File: src/rtl/screen_pkg.sv
//////////////////////////////////////////////////////////////////////
// Shared definitions for the screen area adjustment logic
// Count type, keyboard event codes and horizontal step
// Adjust opcode enum and the packed records passed between blocks
//////////////////////////////////////////////////////////////////////

package screen_pkg;

	// Pixel or line count for counters, offsets and sizes
	typedef logic [11:0] count_t;

	localparam logic [1:0] kbd_key_type = 2'd3;  // Event carries a keycode

	localparam logic [7:0] key_backspace = 8'h41;
	localparam logic [7:0] key_up        = 8'h4C;
	localparam logic [7:0] key_down      = 8'h4D;
	localparam logic [7:0] key_right     = 8'h4E;
	localparam logic [7:0] key_left      = 8'h4F;
	localparam logic [7:0] key_alt_l     = 8'h64;
	localparam logic [7:0] key_alt_r     = 8'h65;
	localparam logic [7:0] key_alt_l_rel = 8'hE4;  // Release codes have bit 7 set
	localparam logic [7:0] key_alt_r_rel = 8'hE5;

	localparam count_t hstep = 12'd4;  // Horizontal offset step

	typedef enum logic [2:0] {
		op_none,
		op_clear,
		op_up,
		op_down,
		op_left,
		op_right,
		op_alt_on,
		op_alt_off
	} adjust_op_e;

	typedef struct packed {
		logic       valid;
		adjust_op_e op;
	} adjust_cmd_t;

	typedef struct packed {
		count_t hbl_l;
		count_t hbl_r;
		count_t vbl_t;
		count_t vbl_b;
	} crop_t;

	// Syncs are active low, blanks active high
	typedef struct packed {
		logic hs_n;
		logic vs_n;
		logic hblank;
		logic vblank;
	} video_in_t;

	typedef struct packed {
		count_t hsize;
		count_t vsize;
	} geometry_t;

	typedef struct packed {
		crop_t      crop;
		geometry_t  geometry;
		logic [6:0] change_count;
	} screen_info_t;

endpackage

File: src/rtl/key_decode.sv
//////////////////////////////////////////////////////////////////////
// Keyboard event decoder
// Toggle detection on the event level and keycode to opcode mapping
//////////////////////////////////////////////////////////////////////

`timescale 1ns/100ps

module key_decode (
	input  logic                    clk_sys,
	input  logic                    reset,
	input  logic [7:0]              kbd_data,
	input  logic [1:0]              kbd_type,
	input  logic                    kbd_level,  // Toggles once per event
	output screen_pkg::adjust_cmd_t cmd
);
	import screen_pkg::*;

	logic       level_q;
	logic       event_q;
	logic [7:0] code_q;
	adjust_op_e op_dec;

	// Edge stage
	always_ff @(posedge clk_sys or posedge reset) begin
		if (reset) begin
			level_q <= 1'b0;
			event_q <= 1'b0;
		end else begin
			level_q <= kbd_level;
			event_q <= (level_q ^ kbd_level) && (kbd_type == kbd_key_type);
		end
	end

	always_ff @(posedge clk_sys) begin
		if (level_q ^ kbd_level)
			code_q <= kbd_data;  // Hold code of the latest event
	end

	always_comb begin
		case (code_q)
			key_backspace:                op_dec = op_clear;
			key_up:                       op_dec = op_up;
			key_down:                     op_dec = op_down;
			key_left:                     op_dec = op_left;
			key_right:                    op_dec = op_right;
			key_alt_l, key_alt_r:         op_dec = op_alt_on;
			key_alt_l_rel, key_alt_r_rel: op_dec = op_alt_off;
			default:                      op_dec = op_none;
		endcase
	end

	// Unknown codes give no command
	always_ff @(posedge clk_sys or posedge reset) begin
		if (reset) begin
			cmd <= '0;
		end else begin
			cmd.valid <= event_q && (op_dec != op_none);
			cmd.op    <= op_dec;
		end
	end

endmodule

File: src/rtl/crop_offsets.sv
//////////////////////////////////////////////////////////////////////
// Crop offset registers
// Alt modifier state, direction steps, clear and preset load
//////////////////////////////////////////////////////////////////////

`timescale 1ns/100ps

module crop_offsets (
	input  logic                    clk_sys,
	input  logic                    reset,
	input  screen_pkg::adjust_cmd_t cmd,
	input  logic                    preset_load,  // One cycle strobe
	input  screen_pkg::crop_t       preset,
	output screen_pkg::crop_t       crop
);
	import screen_pkg::*;

	logic alt;  // Steers keys to the right and bottom edges

	always_ff @(posedge clk_sys or posedge reset) begin
		if (reset) begin
			alt <= 1'b0;
		end else if (cmd.valid) begin
			if (cmd.op == op_alt_on)
				alt <= 1'b1;
			else if (cmd.op == op_alt_off)
				alt <= 1'b0;
		end
	end

	// Preset has priority over a key in the same cycle
	always_ff @(posedge clk_sys or posedge reset) begin
		if (reset) begin
			crop <= '0;
		end else if (preset_load) begin
			crop <= preset;
		end else if (cmd.valid) begin
			case (cmd.op)
				op_clear: crop <= '0;
				op_up: begin
					if (alt)
						crop.vbl_b <= crop.vbl_b + 12'd1;
					else
						crop.vbl_t <= crop.vbl_t + 12'd1;
				end
				op_down: begin
					if (alt)
						crop.vbl_b <= crop.vbl_b - 12'd1;
					else
						crop.vbl_t <= crop.vbl_t - 12'd1;
				end
				op_left: begin
					if (alt)
						crop.hbl_r <= crop.hbl_r + hstep;
					else
						crop.hbl_l <= crop.hbl_l + hstep;
				end
				op_right: begin
					if (alt)
						crop.hbl_r <= crop.hbl_r - hstep;
					else
						crop.hbl_l <= crop.hbl_l - hstep;
				end
				default: ;  // Alt and none leave offsets alone
			endcase
		end
	end

endmodule

File: src/rtl/line_timing.sv
//////////////////////////////////////////////////////////////////////
// Horizontal timing
// Pixel counter, blank and sync edge positions, line width
// Shifted and forced horizontal blank combined into hbl
//////////////////////////////////////////////////////////////////////

`timescale 1ns/100ps

module line_timing #(
	parameter int COUNT_W      = 12,
	parameter int FORCE_MARGIN = 8
) (
	input  logic                  clk_sys,
	input  logic                  reset,
	input  screen_pkg::video_in_t video,
	input  screen_pkg::crop_t     crop,
	output logic                  hbl,         // Combined horizontal blank
	output logic                  line_start,  // Falling edge of hs_n
	output screen_pkg::count_t    hsize,
	input  screen_pkg::count_t    vcnt
);
	import screen_pkg::*;

	logic [COUNT_W-1:0] hcnt;
	logic [COUNT_W-1:0] hend;  // Start of active area
	logic [COUNT_W-1:0] hsta;  // Start of blank
	logic [COUNT_W-1:0] hmax;  // Line length
	logic [COUNT_W-1:0] shbl_off_at;
	logic [COUNT_W-1:0] shbl_on_at;
	logic [COUNT_W-1:0] fhbl_on_at;
	logic               hs_q;
	logic               hblank_q;
	logic               hblank_fall;
	logic               hblank_rise;
	logic               shbl;
	logic               fhbl;

	assign hblank_fall = hblank_q & ~video.hblank;
	assign hblank_rise = ~hblank_q & video.hblank;
	assign line_start  = hs_q & ~video.hs_n;

	// Two counts early to line up with the blank and enable registers
	assign shbl_off_at = COUNT_W'(hend + crop.hbl_l - 12'd2);
	assign shbl_on_at  = COUNT_W'(hsta + crop.hbl_r - 12'd2);
	assign fhbl_on_at  = hmax - COUNT_W'(FORCE_MARGIN);

	always_ff @(posedge clk_sys or posedge reset) begin
		if (reset) begin
			hs_q     <= 1'b0;
			hblank_q <= 1'b0;
			hcnt     <= '0;
			hend     <= '0;
			hsta     <= '0;
			hmax     <= '0;
			hsize    <= '0;
			shbl     <= 1'b0;
			fhbl     <= 1'b0;
			hbl      <= 1'b1;
		end else begin
			hs_q     <= video.hs_n;
			hblank_q <= video.hblank;
			hcnt     <= video.hs_n ? hcnt + 1'b1 : '0;  // Held at 0 in sync

			if (hblank_fall)
				hend <= hcnt;
			if (hblank_rise) begin
				hsta <= hcnt;
				if (vcnt == 12'd1)
					hsize <= count_t'(hcnt - hend);  // Width sampled once per frame
			end
			if (line_start)
				hmax <= hcnt;

			if (hcnt == shbl_off_at)
				shbl <= 1'b0;
			if (hcnt == shbl_on_at)
				shbl <= 1'b1;

			// Keep a margin blanked at both ends of the line
			fhbl <= (hcnt < COUNT_W'(FORCE_MARGIN)) || (hcnt >= fhbl_on_at);

			hbl <= shbl | fhbl | ~video.hs_n;
		end
	end

endmodule

File: src/rtl/frame_timing.sv
//////////////////////////////////////////////////////////////////////
// Vertical timing
// Line counter, frame edge positions and frame height
// Shifted and forced vertical blank, display enables, frame start
//////////////////////////////////////////////////////////////////////

`timescale 1ns/100ps

module frame_timing #(
	parameter int COUNT_W = 12
) (
	input  logic                  clk_sys,
	input  logic                  reset,
	input  screen_pkg::video_in_t video,
	input  screen_pkg::crop_t     crop,
	input  logic                  hbl,
	input  logic                  line_start,
	input  screen_pkg::count_t    hsize,
	output screen_pkg::count_t    vcnt,
	output screen_pkg::geometry_t geometry,
	output logic                  frame_start,  // Falling edge of vblank
	output logic                  hde,
	output logic                  vde
);
	import screen_pkg::*;

	logic [COUNT_W-1:0] vcnt_q;
	logic [COUNT_W-1:0] vend;    // First active line
	logic [COUNT_W-1:0] vmax;    // Line count at blank start
	logic [COUNT_W-1:0] vs_end;  // Line where vsync ends
	logic [COUNT_W-1:0] svbl_off_at;
	logic [COUNT_W-1:0] svbl_on_at;
	count_t             vsize;
	logic               vblank_q;
	logic               vs_q;
	logic               hbl_q;
	logic               vblank_rise;
	logic               hbl_fall;
	logic               svbl;
	logic               fvbl;

	assign vblank_rise = ~vblank_q & video.vblank;
	assign frame_start = vblank_q & ~video.vblank;
	assign hbl_fall    = hbl_q & ~hbl;
	assign vcnt        = count_t'(vcnt_q);
	assign geometry    = {hsize, vsize};

	assign svbl_off_at = COUNT_W'(vend + crop.vbl_t);
	// Bottom offset with top bit set counts back from the frame end
	assign svbl_on_at  = crop.vbl_b[11] ? COUNT_W'(vmax + crop.vbl_b) : COUNT_W'(crop.vbl_b);

	always_ff @(posedge clk_sys or posedge reset) begin
		if (reset) begin
			vblank_q <= 1'b0;
			vs_q     <= 1'b0;
			hbl_q    <= 1'b0;
			vcnt_q   <= '0;
			vend     <= '0;
			vmax     <= '0;
			vs_end   <= '0;
			vsize    <= '0;
			svbl     <= 1'b0;
			fvbl     <= 1'b0;
			hde      <= 1'b0;
			vde      <= 1'b0;
		end else begin
			vblank_q <= video.vblank;
			vs_q     <= video.vs_n;
			hbl_q    <= hbl;

			if (vblank_rise)
				vcnt_q <= '0;
			else if (line_start)
				vcnt_q <= vcnt_q + 1'b1;

			if (frame_start)
				vend <= vcnt_q;
			if (~vs_q & video.vs_n)
				vs_end <= vcnt_q;
			if (vblank_rise) begin
				vmax  <= vcnt_q;
				vsize <= count_t'(vcnt_q - vend);
			end

			// Vertical blanks only move at the start of an active line
			if (hbl_fall) begin
				if (vcnt_q == svbl_off_at)
					svbl <= 1'b0;
				if (vcnt_q == svbl_on_at)
					svbl <= 1'b1;
				if (vcnt_q == vmax - 1'b1)
					fvbl <= 1'b1;
				if (vcnt_q == vs_end + 2'd2)
					fvbl <= 1'b0;
			end

			hde <= ~hbl;
			vde <= ~(svbl | fvbl);
		end
	end

endmodule

File: src/rtl/screen_info.sv
//////////////////////////////////////////////////////////////////////
// Per frame status snapshot
// Crop offsets and measured geometry, change counter on size change
//////////////////////////////////////////////////////////////////////

`timescale 1ns/100ps

module screen_info (
	input  logic                     clk_sys,
	input  logic                     reset,
	input  logic                     frame_start,
	input  screen_pkg::crop_t        crop,
	input  screen_pkg::geometry_t    geometry,
	output screen_pkg::screen_info_t info
);

	logic geom_changed;

	// Compare against the previous snapshot
	assign geom_changed = (geometry != info.geometry);

	always_ff @(posedge clk_sys or posedge reset) begin
		if (reset) begin
			info <= '0;
		end else if (frame_start) begin
			info.crop     <= crop;
			info.geometry <= geometry;
			if (geom_changed)
				info.change_count <= info.change_count + 7'd1;  // Wraps at 7 bits
		end
	end

endmodule

File: src/rtl/screen_adjust_top.sv
//////////////////////////////////////////////////////////////////////
// Screen area adjustment top level
// Key decode, crop offsets, line and frame timing, status snapshot
//////////////////////////////////////////////////////////////////////

`timescale 1ns/100ps

module screen_adjust_top #(
	parameter int COUNT_W      = 12,
	parameter int FORCE_MARGIN = 8
) (
	input  logic                     clk_sys,
	input  logic                     reset,
	input  screen_pkg::video_in_t    video,
	input  logic [7:0]               kbd_data,
	input  logic [1:0]               kbd_type,
	input  logic                     kbd_level,
	input  logic                     preset_load,
	input  screen_pkg::crop_t        preset,
	output logic                     hde,
	output logic                     vde,
	output screen_pkg::screen_info_t info
);
	import screen_pkg::*;

	adjust_cmd_t cmd;
	crop_t       crop;
	logic        hbl;
	logic        line_start;
	count_t      hsize;
	count_t      vcnt;
	geometry_t   geometry;
	logic        frame_start;

	key_decode u_key_decode (
		.clk_sys   (clk_sys),
		.reset     (reset),
		.kbd_data  (kbd_data),
		.kbd_type  (kbd_type),
		.kbd_level (kbd_level),
		.cmd       (cmd)
	);

	crop_offsets u_crop_offsets (
		.clk_sys     (clk_sys),
		.reset       (reset),
		.cmd         (cmd),
		.preset_load (preset_load),
		.preset      (preset),
		.crop        (crop)
	);

	line_timing #(
		.COUNT_W      (COUNT_W),
		.FORCE_MARGIN (FORCE_MARGIN)
	) u_line_timing (
		.clk_sys    (clk_sys),
		.reset      (reset),
		.video      (video),
		.crop       (crop),
		.hbl        (hbl),
		.line_start (line_start),
		.hsize      (hsize),
		.vcnt       (vcnt)  // Line number for the width sample
	);

	frame_timing #(
		.COUNT_W (COUNT_W)
	) u_frame_timing (
		.clk_sys     (clk_sys),
		.reset       (reset),
		.video       (video),
		.crop        (crop),
		.hbl         (hbl),
		.line_start  (line_start),
		.hsize       (hsize),
		.vcnt        (vcnt),
		.geometry    (geometry),
		.frame_start (frame_start),
		.hde         (hde),
		.vde         (vde)
	);

	screen_info u_screen_info (
		.clk_sys     (clk_sys),
		.reset       (reset),
		.frame_start (frame_start),
		.crop        (crop),
		.geometry    (geometry),
		.info        (info)
	);

endmodule

File: config.mk
export PLATFORM = sky130hd
export DESIGN_NAME = screen_adjust_top
export DESIGN_NICKNAME = d
export VERILOG_FILES = /design/src/rtl/screen_pkg.sv /design/src/rtl/key_decode.sv /design/src/rtl/crop_offsets.sv /design/src/rtl/line_timing.sv /design/src/rtl/frame_timing.sv /design/src/rtl/screen_info.sv /design/src/rtl/screen_adjust_top.sv
export SDC_FILE = /design/constraint.sdc
export NUM_CORES = 1
export LEC_CHECK = 0
export BUFFER_PORTS_ARGS = -buffer_cell sky130_fd_sc_hd__buf_2
export CAP_MARGIN = 20
export CELL_PAD_IN_SITES_DETAIL_PLACEMENT = 0
export CELL_PAD_IN_SITES_GLOBAL_PLACEMENT = 1
export CORE_MARGIN = 2
export CORE_UTILIZATION = 30
export CTS_CLUSTER_DIAMETER = 100
export DETAILED_ROUTE_END_ITERATION = 6
export PLACE_DENSITY = 0.52
export SLEW_MARGIN = 20
export SYNTH_ARGS = -nofsm -noshare
export SYNTH_HDL_FRONTEND = slang
export SYNTH_SLANG_ARGS = --single-unit
File: constraint.sdc
create_clock -name clk_sys -period 13.9 [get_ports clk_sys]
set_clock_uncertainty 0.1 [all_clocks]
set_input_delay 0.695 -clock clk_sys [delete_from_list [all_inputs] [get_ports clk_sys]]
set_output_delay 0.695 -clock clk_sys [all_outputs]
set_load 0.01 [all_outputs]
=== Yosys cells after proc, flatten, opt, wreduce, memory -nomap -nowiden ===
Cells that the tools add are included.

* Add/subtract/negate cells: 22
* $lt $le $gt $ge: 2
* Equality and inequality tests: 33
* Multiplexer cells: 25
* Bitwise logic cells: 19
* Reductions and logical operators: 23

{| class="wikitable"
|+ Operator list
! cell !! count
|-
| $mux 12 || 12
|-
| $pmux 24 s3 || 2
|-
| $mux 48 || 2
|-
| $eq 12x12->1 || 6
|-
| $eq 8x7->1 const B || 7
|-
| $add 12x1->12 const B || 4
|-
| $add 12x12->12 || 4
|-
| $sub 12x1->12 const B || 3
|-
| $add 12x3->12 const B || 2
|-
| $ne 24x24->1 || 1
|-
| $sub 12x12->12 || 2
|-
| $sub 12x2->12 const B || 2
|-
| $sub 12x3->12 const B || 2
|-
| $pmux 3 s7 || 1
|-
| $eq 8x8->1 const B || 2
|-
| $reduce_and 4->1 || 4
|-
| $add 12x2->12 const B || 1
|-
| $eq 12x1->1 const B || 1
|-
| $eq 3x3->1 const B || 4
|-
| $ge 12x12->1 || 1
|-
| $lt 12x4->1 const B || 1
|-
| $ne 3x2->1 const B || 4
|-
| $ne 3x3->1 const B || 4
|-
| $reduce_bool 2->1 || 6
|-
| 16 further kinds || 46
|}

* Register bits after elaboration: 274
* Input bits: 66
* Output and inout bits: 81
* Word-level logic and storage cells: 163

=== Depth between registers and ports, before layout ===
Gate-level depths: netlist of run 1.

* Word-level depth: 5
* Gate-level depth with buffers: 14
* Gate-level depth less buffers: 14

=== Cells and area by module ===
Synthesis of run 1 repeated with hierarchy kept, for this count alone.

* Cells, all modules: 1882
* Area, all modules: 17989.8 µm²

{| class="wikitable"
|+ Modules (own cells, without submodules)
! module !! times used !! cells each !! area each (µm²) !! seq. area each (µm²)
|-
| frame_timing || 1 || 596 || 5243.8 || 1676.6
|-
| line_timing || 1 || 571 || 5134.9 || 1627.8
|-
| crop_offsets || 1 || 469 || 3813.7 || 1226.2
|-
| screen_info || 1 || 211 || 3245.6 || 1976.9
|-
| key_decode || 1 || 35 || 551.8 || 390.4
|}

=== Worst setup path after synthesis of run 1 ===
No wires, ideal clock.

* Path type: register to register
* From: register, netlist name u_key_decode.cmd[2]
* To: register, netlist name u_crop_offsets.crop[11]
* Library setup time: 0.126 ns
* Arrival time: 3.333 ns
* Data required time: 13.674 ns
* Path slack: 10.342 ns
* Cell stages (with the launch flop): 13
* Buffers on the path: 1
* Clock period less this slack: 3.558 ns
* Cell sequence: dfrtp_1 -> clkbuf_1 -> nand3b_1 -> inv_1 -> ha_1 -> and2_1 -> a22o_1 -> o41a_1 -> a41o_1 -> o41a_1 -> xnor2_1 -> o21ai_0 -> a221o_1

* Word-level cells in the longest chain between the ends: 4
* Elaborated cells between the ends (all ways): 10
* Classes of those cells: eq/ne: 5; mux: 3; reduce/logical: 2

{| class="wikitable"
|+ RTL lines
! item !! line !! RTL
|-
| $eq 3x2->1 or $eq 3x1->1 (tied branches) || crop_offsets.sv:38 || <nowiki>case (cmd.op)</nowiki>
|-
| $pmux 24 s3 || crop_offsets.sv:38 ||
|-
| $mux 48 || crop_offsets.sv:37 || <nowiki>end else if (cmd.valid) begin</nowiki>
|-
| $mux 48 || crop_offsets.sv:35 || <nowiki>end else if (preset_load) begin</nowiki>
|}

Several ways; a longest one is shown, not always the timed one. The select of a mux whose other input is x is not followed.
A chain may end at the register's enable or synchronous reset.

=== Worst setup path after layout of run 1 ===
* From: register, netlist name u_key_decode.cmd[2]
* To: register, netlist name u_crop_offsets.crop[11]

* Word-level cells in the longest chain between the ends: 4
* Elaborated cells between the ends (all ways): 10
* Classes of those cells: eq/ne: 5; mux: 3; reduce/logical: 2

{| class="wikitable"
|+ RTL lines
! item !! line
|-
| $eq 3x2->1 or $eq 3x1->1 (tied branches) || crop_offsets.sv:38
|-
| $pmux 24 s3 || crop_offsets.sv:38
|-
| $mux 48 || crop_offsets.sv:37
|-
| $mux 48 || crop_offsets.sv:35
|}

Several ways; a longest one is shown, not always the timed one. The select of a mux whose other input is x is not followed.

==> results.toml, run 1 <==
[die]
initial_core_util_pct = 30.4
io_pins = 147
core_um2 = 57900
die_w_um = 246
die-area_um2 = 60700
rows = 88
chipHeight_um = 246

[grt]
antenna_found_initial = 0
grt.overflow.total = 0
grt_usage_pct = 16.8
grt_start_max_net_pins = 149
grt_pass1_vias = 13991
grt_pass1_wl_mm = 79.3

[finish]
stdcell_count = 2766
drive_gt1_share_pct = 16.6
nNetsFinal = 2191
utilization_pct = 35.3
diodes = 0
final_area_um2 = 20400
syn2layout_area_growth_pct = 16.0

[clocking]
cts_tree = "built"
cts_max_level = 2
cts_sinks = 274
cts_setup_buffers = 0
post_cts_resized = 0
cts_buffer_depth = 3
numCtsBuffers = 37
cts_hold_buf = 0
cts-root-buf = "clkbuf_16"
clk_pin_slew_ns = 0.06
worstSkewPairLatency_ns = 0.54

[sta]
slew_headroom_pct = 33.2
fin_setup_tns_ns = 0
finalCriticalPeriod_ns = 4.02
fin_crit_sh_pct = 29.0
hold_viol_final = 0
clock.fmax_mhz = 248
slew_violations = 0
tightest_slew_ns = 1.00
rsz0062_at_grt = "false"
setup_viol = 0

[logic_synthesis]
syn_area_um2 = 17600
synth_top_area_cell = "dfrtp_1"
synthArstFlopShare_pct = 97.1
synth_area_leaders = "dfrtp_1, ha_1, xnor2_1"
syn_avg_cell_area_um2 = 9.51
yosysWarnings = 0
ys.flop_type = "dfrtp_1"
ys_ff_latch = 274
yosysTopAreaCellShare_pct = 37.6
syn-instance-count = 1853
syn_nets = 2070
synth-edff-count = 8
yosysUniqueCellTypes = 72
ys_seq_area_share_pct = 39.2

[pwr]
p_per_area_nw_per_um2 = 132
p_clk_share_pct = 36.8
power_leakage_nw = 9.47
internal-power_w = 0.00185
p_seq_share_pct = 38.9
ir_worst_vdd_mv = 0.0846
p_switching_w = 0.000850
switching_share_pct = 31.4
combPwrFrac_pct = 24.3

[routing]
wire_per_inst_um = 18.0
wl_mm = 49.8
antenna_left = 0
via_count = 13531
via_per_inst = 4.89
drc = 0
drt_pass1_iterations = 4
drtIter0Drc = 592

[critical_path]
rr_startpoint = "u_key_decode.cmd[2]"
crit_start = "u_key_decode.cmd[2]"
critPathLaunchType = "flop"
critPathMaxFanout = 22
end_kind = "flop"
cp_data_required_time_ns = 14.23
worstPathArrival_ns = 4.36
criticalPathCategory = "flop to flop"

[placement]
placedInstanceArea_um2 = 19100
dp_hpwl_mm = 36.0
gp_congestion = 0.810
dp.cells = 2700
portBuffers = 146

[run_status]
status = "completed"

[worst_hold_path]
hold_path.class = "primary input to flop"
hold_start = "video[2]"

[run]
maxCapViolCount = 0
## synthesized netlist by cell type (8+ instances only)
library cell,count
and3_1,8
clkbuf_1,64
a21o_1,20
o211ai_1,10
nand2b_1,19
a221oi_1,34
and2_1,15
dfrtp_1,265
a211oi_1,15
xnor2_1,144
o21ai_0,110
nand3_1,29
o21a_1,13
nor4_1,10
o21bai_1,8
inv_1,133
nor2b_1,22
edfxtp_1,8
nand4_1,21
nand2_1,171
a21boi_0,11
ha_1,141
or3_1,12
o31ai_1,14
xor2_1,68
a21oi_1,88
nor3_1,44
fa_1,10
nor2_1,130
buf_1,14
mux2_2,85
## cells in the final DEF, fill, tap and decap left out, types with 10 or more instances in the layout
cell type,count
nor3_1,44
nor2_1,130
ha_1,141
o211ai_1,10
clkbuf_16,39
and2_1,15
a221oi_1,34
nor4_1,10
o21ai_0,110
a21boi_0,11
fa_1,10
buf_2,146
nor2b_1,21
a21oi_1,88
dfrtp_1,265
or3_1,12
o31ai_1,14
nand2_1,171
mux2_2,85
xor2_1,68
clkbuf_8,13
xnor2_1,144
nand3_1,29
nand4_1,21
inv_1,132
o21a_1,13
nand2b_1,18
a21o_1,20
a211oi_1,15
buf_4,17
## cells by family after synthesis
logic type                 Yosys count  share of synthesized area [%]
muxes                               92                           5.83
adders and majority gates          151                           11.2
xor gates and xnor gates           212                           10.5
AOI/OAI and AO/OA                  389                           14.5
DFF                                274                           39.2
buffers and inverters              215                           4.69
and+or+nand+nor                    520                           14.1
## worst max-delay path, cell delays in order, from the launching register on
cell and delay [ns]:
dfrtp_1 0.47, nand3b_1 0.32, inv_1 0.67, ha_1 0.42
and2_1 0.18, a22o_1 0.22, o41a_1 0.35, a41o_1 0.27
o41a_1 0.33, xnor2_1 0.18, o21ai_0 0.10, a221o_1 0.31
## worst paths after layout
check / end / slack, ns / depth (start not counted)
worst max-delay path: u_crop_offsets.crop[11] / 9.88 / 11
worst min-delay path: u_frame_timing.vs_q / 0.18 / 1
worst max register to register: u_crop_offsets.crop[11] / 9.88 / 11
worst min register to register: u_frame_timing.hbl_q / 0.33 / 0
max in group asynchronous: u_screen_info.info[3] / 12.11 / 3
min in group asynchronous: u_key_decode.level_q / 0.23 / 2
## power groups by stage
stage | logic [W] | clock network (W) | registers (W)
after floorplan | 0.000453 | 0 | 0.00105
after global placement | 0.000663 | 0 | 0.00107
after detailed placement | 0.000668 | 0 | 0.00107
after CTS | 0.000672 | 0.00104 | 0.00106
after global routing | 0.000749 | 0.00107 | 0.00107
final | 0.000658 | 0.000994 | 0.00105
## cell type report
cell class              instances  area (µm²)
fillers                      6009       37500
multi-input cells            1364        9910
flip-flops and latches        274        6900
clock buffers                  58        1180
well taps                     765         957
repair buffers                164         878
inverters                     133         507
clock inverters                 8         104
## sequential cells by signal (all words and copies together) (netlist names), 8 cells and up
signal	cells
u_screen_info.info	79
u_line_timing.hsize	12
u_frame_timing.vmax	12
u_line_timing.hend	12
u_key_decode.code_q	8
u_frame_timing.vs_end	12
u_frame_timing.vcnt	12
u_line_timing.hcnt	12
u_frame_timing.vsize	12
u_crop_offsets.crop	48
u_frame_timing.vend	12
u_line_timing.hmax	12
u_line_timing.hsta	12
## stage by stage
step	hold WS (ns)	total power, W	setup WS, ns
4_1_cts	0.127	0.00277	9.86
3_5_place_dp	0.312	0.00174	9.89
6_report	0.177	0.00270	9.88
3_3_place_gp	0.305	0.00173	9.96
5_1_grt	0.136	0.00289	9.56
2_1_floorplan	0.296	0.00151	5.78
## metal layers
| metal | share of wire (%) | GRT usage, % |
|---|---|---|
| met2 | 50 | 29.9 |
| met5 | 0 | 0 |
| met3 | 3.4 | 2.86 |
| met1 | 44 | 20.6 |
| met4 | 2.6 | 4.93 |
Note: power is estimated with default switching activity, not from simulation.
==> run 2: changes to the inputs <==
Settings changed: ABC_AREA from default to 1, PLACE_DENSITY 0.52 to 0.57.
Clock period 13.9 ns to 3.3 ns, I/O delays scaled along.
==> results.toml, run 2 <==
[run_status]
status = "completed"

[placement]
gp_congestion = 0.851
dp_slack_ns = 0.328
portBuffers = 146
dp_hpwl_mm = 42.0
dp.cells = 3309

[clocking]
cts_max_level = 2
clk_pin_slew_ns = 0.06
cts_sinks = 274
numCtsBuffers = 37
post_cts_resized = 0
cts_tree = "built"
cts-root-buf = "clkbuf_16"
worstSkewPairLatency_ns = 0.56
cts_buffer_depth = 3

[finish]
stdcell_count = 3442
syn2layout_area_growth_pct = 19.1
register_area_um2 = 6900
diodes = 0
n_fill_cell = 6537
nNetsFinal = 2840
layout_common_cells = "nand2_1, inv_1, dfrtp_1"
largest_register_ffs = 79
multi_input_area_um2 = 10000
max_flop_register = "u_screen_info.info"
final_common_cell = "nand2_1"
drive_gt1_share_pct = 11.9
reg_top3 = "u_screen_info.info: 79 flops, u_crop_offsets.crop: 48 flops"

[sta]
slew_headroom_pct = 43.3
hold_ws_ns = 0.139
setup_viol = 0
worst_slack_ns = 0.290
clock.fmax_mhz = 332
rsz0062_at_grt = "false"
slew_violations = 0
tightest_slew_ns = 0.850
finalCriticalPeriod_ns = 3.01
fin_setup_tns_ns = 0
hold_viol_final = 0
fin_crit_sh_pct = 91.2

[logic_synthesis]
synthArstFlopShare_pct = 97.1
yosysUniqueCellTypes = 62
ys_seq_area_share_pct = 37.2
ys_top_cells_by_count = "nand2_1, inv_1, dfrtp_1"
syn_avg_cell_area_um2 = 7.67
synth_top_area_cell = "dfrtp_1"
syn_area_um2 = 18500
ys_ff_latch = 274
yosysWarnings = 0
syn_nets = 2633
ys.flop_type = "dfrtp_1"
synth-edff-count = 8
yosysMostFrequentCell = "nand2_1"
yosysTopAreaCellShare_pct = 35.8
syn-instance-count = 2416
synth_area_leaders = "dfrtp_1, nand2_1, ha_1"

[routing]
wire_per_inst_um = 16.1
via_per_inst = 4.71
wl_mm = 55.3
drtIter0Drc = 917
via_count = 16205
drt_pass1_iterations = 5
antenna_left = 0
drc = 0

[grt]
grt_usage_pct = 17.7
grt_pass1_vias = 16139
antenna_found_initial = 1
grt_pass1_wl_mm = 89.1
grt_start_max_net_pins = 90
grt.overflow.total = 0

[critical_path]
reg2reg_depth = 13
regToRegEndpoint = "u_crop_offsets.crop[21]"
criticalPathCategory = "flop to flop"
cp_data_required_time_ns = 3.67
rrSetupSlack_ns = 0.29
critPathMaxFanout = 22
worstPathArrival_ns = 3.38
critPathLaunchType = "flop"
end_kind = "flop"
endpoint = "u_crop_offsets.crop[21]"
crit_start = "u_key_decode.cmd[2]"
rr_startpoint = "u_key_decode.cmd[2]"

[worst_hold_path]
hold_path.class = "primary input to async pin"

[pwr]
p_per_area_nw_per_um2 = 508
power_leakage_nw = 11.1
ir_worst_vdd_mv = 0.302

[die]
die-area_um2 = 63800
chipHeight_um = 252
rows = 91
io_pins = 147
core_um2 = 61400
die_w_um = 252
initial_core_util_pct = 30.2

[run]
maxCapViolCount = 0
[run 2: changes by cell type in the layout (fill, tap and decap cells not counted), sizes merged, moves of 75 or more]
cell   previous run  this run
nand2           171       631
xnor2           144        69
nand3            29       133
o21ai           111       231
mux2             85         0
inv             133       330
[run 2: worst min path at each step]
| stage | depth (start not counted) | endpoint | startpoint |
|---|---|---|---|
| final | 3 | u_key_decode.level_q | reset |
| after global routing | 3 | u_key_decode.level_q | reset |
| after CTS | 3 | u_line_timing.hsta[10] | reset |
| after detailed placement | 2 | u_key_decode.level_q | reset |
| after global placement | 2 | u_key_decode.level_q | reset |
| after floorplan | 0 | u_frame_timing.vblank_q | video[0] |
[run 2: per-layer routing]
| layer | up-vias | GRT usage [%] | wire length [µm] |
|---|---|---|---|
| met5 | - | 0 | 0 |
| met4 | 0 | 5.90 | 1570 |
| met3 | 82 | 2.46 | 1620 |
| met2 | 200 | 30.7 | 27200 |
| met1 | 7599 | 22.5 | 24900 |
| li1 | 8324 | - | - |
[run 2: through the flow]
stage	total power, W	area (µm²)	utilization (%)
after CTS	0.0114	22100	35.9
after detailed placement	0.00706	20100	32.8
after floorplan	0.00615	18500	-
after global placement	0.00704	20100	32.8
after global routing	0.0120	22100	35.9
final	0.0112	22100	35.9
[run 2: power breakdown]
part | internal (W) | switching [W] | leakage [nW]
clock network | 0.00258 | 0.00163 | 0.630
logic | 0.00115 | 0.00160 | 6.99
registers | 0.00382 | 0.000430 | 3.52
[run 2: layout make-up]
class	instances	area share [%]
clock buffer	55	5.06
timing repair buffer	236	7.34
tap	790	4.48
multi-input combinational	1742	45.4
inverter	332	5.75
sequential	274	31.3
clock inverter	13	0.652
[run 2: logic make-up after synthesis]
| logic type | count (synthesis) | share of synthesized area, % |
|---|---|---|
| DFF | 274 | 37.2 |
| buffers and inverters | 400 | 8.69 |
| and+or+nand+nor | 993 | 22.9 |
| AOI/OAI and AO/OA | 467 | 14.3 |
| adders and majority gates | 151 | 10.6 |
| xor gates and xnor gates | 131 | 6.19 |
[run 2: worst max-delay path, cell delays in order, from the launching register on]
cell and delay [ns]:
dfrtp_1 0.44, inv_2 0.09, nand3_1 0.14, inv_1 0.67
ha_1 0.43, a21oi_1 0.21, o21ai_1 0.13, nand2_1 0.10
nand2_1 0.10, nand3_1 0.08, nand2_1 0.08, a21oi_1 0.14
o21ai_1 0.09, a22oi_1 0.13
[run 2: repair_timing]
item | in CTS | in global routing
endpoints found under the hold margin | 104 | 0
hold buffers | 65 | 0
buffers inserted | 0 | 0
==> run 3: changes to the inputs <==
Settings changed: CORE_UTILIZATION 30 to 41, PLACE_DENSITY 0.57 to 0.74.
==> results.toml, run 3 (synthesized netlist as in run 2, its figures left out) <==
[run_status]
status = "completed"

[critical_path]
cp_data_required_time_ns = 3.65
critPathMaxFanout = 22
endpoint = "u_crop_offsets.crop[23]"
worstPathArrival_ns = 3.32
end_kind = "flop"
regToRegEndpoint = "u_crop_offsets.crop[23]"
slowest_delay_ns = 0.56
cp_slowest_cell = "ha_1"
reg2reg_depth = 14
criticalPathCategory = "flop to flop"
crit_start = "u_key_decode.cmd[2]"
rrSetupSlack_ns = 0.33
path_cells = "inv_2 > nand3_1 > clkinvlp_4 > ha_1 > nand2_1 > o21ai_1 > nand2_1 > nand2_1 > nand2_1 > nand2_1 > nor2_1 > nor2_1 > nand2_1 > a22oi_1"
rr_startpoint = "u_key_decode.cmd[2]"
timing.critical_path.mode_cell = "nand2_1"
critPathLaunchType = "flop"

[pwr]
p_total_w = 0.0111
combPwrFrac_pct = 24.5
p_per_area_nw_per_um2 = 512
p_clk_share_pct = 37.3
power_leakage_nw = 11.1
p_seq_share_pct = 38.2
p_switching_w = 0.00360
switching_share_pct = 32.3
ir_worst_vdd_mv = 0.374
internal-power_w = 0.00755

[finish]
max_flop_register = "u_screen_info.info"
nNetsFinal = 2839
stdcell_count = 3241
syn2layout_area_growth_pct = 17.6
drive_gt1_share_pct = 11.8
final_area_um2 = 21800
n_fill_cell = 4420
largest_register_ffs = 79
reg_top3 = "u_screen_info.info: 79 flops, u_crop_offsets.crop: 48 flops"
layout_common_cells = "nand2_1, inv_1, dfrtp_1"
final_common_cell = "nand2_1"
diodes = 0

[grt]
grt_start_max_net_pins = 85
grt_busiest_layer = "met2"
grtUsageMet3_pct = 3.97
grt.overflow.total = 0
met2_usage_pct = 39.9
use_met1_pct = 28.4
grt_usage_pct = 22.5
grt_pass1_vias = 15987
antenna_found_initial = 0
grt_pass1_wl_mm = 84.3

[sta]
hold_viol_final = 0
rsz0062_at_grt = "false"
hold_ws_ns = 0.125
slew_headroom_pct = 49.5
finalCriticalPeriod_ns = 2.97
slew_violations = 0
fin_setup_tns_ns = 0
clock.fmax_mhz = 337
fin_crit_sh_pct = 89.9
setup_viol = 0
tightest_slew_ns = 0.754

[clocking]
cts_max_level = 2
worstSkewPairLatency_ns = 0.56
cts_tree = "built"
cts_sinks = 274
clk_pin_slew_ns = 0.06
cts-root-buf = "clkbuf_16"
cts_buffer_depth = 3
cts_setup_buffers = 0
numCtsBuffers = 36

[die]
core_um2 = 44400
die_w_um = 217
initial_core_util_pct = 41.7
chipHeight_um = 217
rows = 77
die-area_um2 = 46900
io_pins = 147

[placement]
dp.cells = 3111
placedInstanceArea_um2 = 19900
gp_congestion = 0.868
portBuffers = 146
dp_hpwl_mm = 38.9

[routing]
antenna_left = 0
drt_pass1_iterations = 5
via_per_inst = 5.02
drtIter0Drc = 949
via_count = 16282
wire_per_inst_um = 16.1
drc = 0
wl_mm = 52.0

[worst_hold_path]
hold_path.class = "primary input to async pin"

[run]
maxCapViolCount = 0
run 3: cell count changes in the layout (fill, tap and decap cells not counted):
cell | before | now
clkbuf_8 | 8 | 3
clkinv_2 | 10 | 7
bufinv_16 | 3 | 5
clkinvlp_4 | 1 | 3
buf_12 | 4 | 3
buf_4 | 21 | 22
clkbuf_1 | 8 | 9
clkbuf_16 | 39 | 38
clkinv_4 | 0 | 1
clkinv_8 | 0 | 1
inv_1 | 304 | 303
run 3: final cells by class:
| cell class | instances | area [µm²] | share of cell area [%] |
|---|---|---|---|
| clock buffer | 50 | 1030 | 4.71 |
| clock inverter | 15 | 221 | 1.02 |
| inverter | 332 | 1270 | 5.84 |
| multi-input combinational | 1742 | 10000 | 46.0 |
| sequential | 274 | 6900 | 31.7 |
| tap | 592 | 741 | 3.40 |
| timing repair buffer | 236 | 1610 | 7.37 |
run 3: per-layer routing:
metal / wire length, µm / share of wire, %
met1: 23300 / 45
met2: 25700 / 49
met3: 2050 / 3.9
met4: 894 / 1.7
met5: 0 / 0
run 3: critical path: cells and delay by family, from the launching register on:
| family | cells | cell delay [ns] |
|---|---|---|
| flops | 1 | 0.45 |
| simple gates | 9 | 0.87 |
| buf+inv | 2 | 0.55 |
| fa+ha+maj | 1 | 0.56 |
| compound gates | 2 | 0.33 |
run 3: timing repair:
item,CTS,global route
setup endpoints to repair,0,1
resized for setup,0,1
endpoints found under the hold margin,99,0
hold buffers,65,0
run 3: how the worst min path moves through the flow:
stage / cells past startpoint / endpoint / slack, ns / from
2_1_floorplan: 0 / u_frame_timing.vblank_q / 0.1 / video[0]
3_3_place_gp: 2 / u_crop_offsets.crop[31] / 0.16 / reset
3_5_place_dp: 2 / u_crop_offsets.crop[31] / 0.16 / reset
4_1_cts: 3 / u_crop_offsets.crop[31] / 0.11 / reset
5_1_grt: 3 / u_line_timing.hsta[9] / 0.15 / reset
6_report: 3 / u_line_timing.hsta[9] / 0.12 / reset
run 3: through the flow:
stage               worst slack (ns)  util (%)
finish                         0.333      49.1
floorplan                     -0.476         -
detailed placement             0.341      44.8
CTS                            0.316      49.1
global placement               0.416      44.8
global route                  0.0256      49.1
run 3: power by group through the flow:
stage	Sequential [W]	Combinational (W)	Clock, W
after global placement	0.00430	0.00267	0
after CTS	0.00426	0.00277	0.00428
after global routing	0.00432	0.00314	0.00442
after detailed placement	0.00432	0.00270	0
final	0.00426	0.00273	0.00416
after floorplan	0.00430	0.00185	0
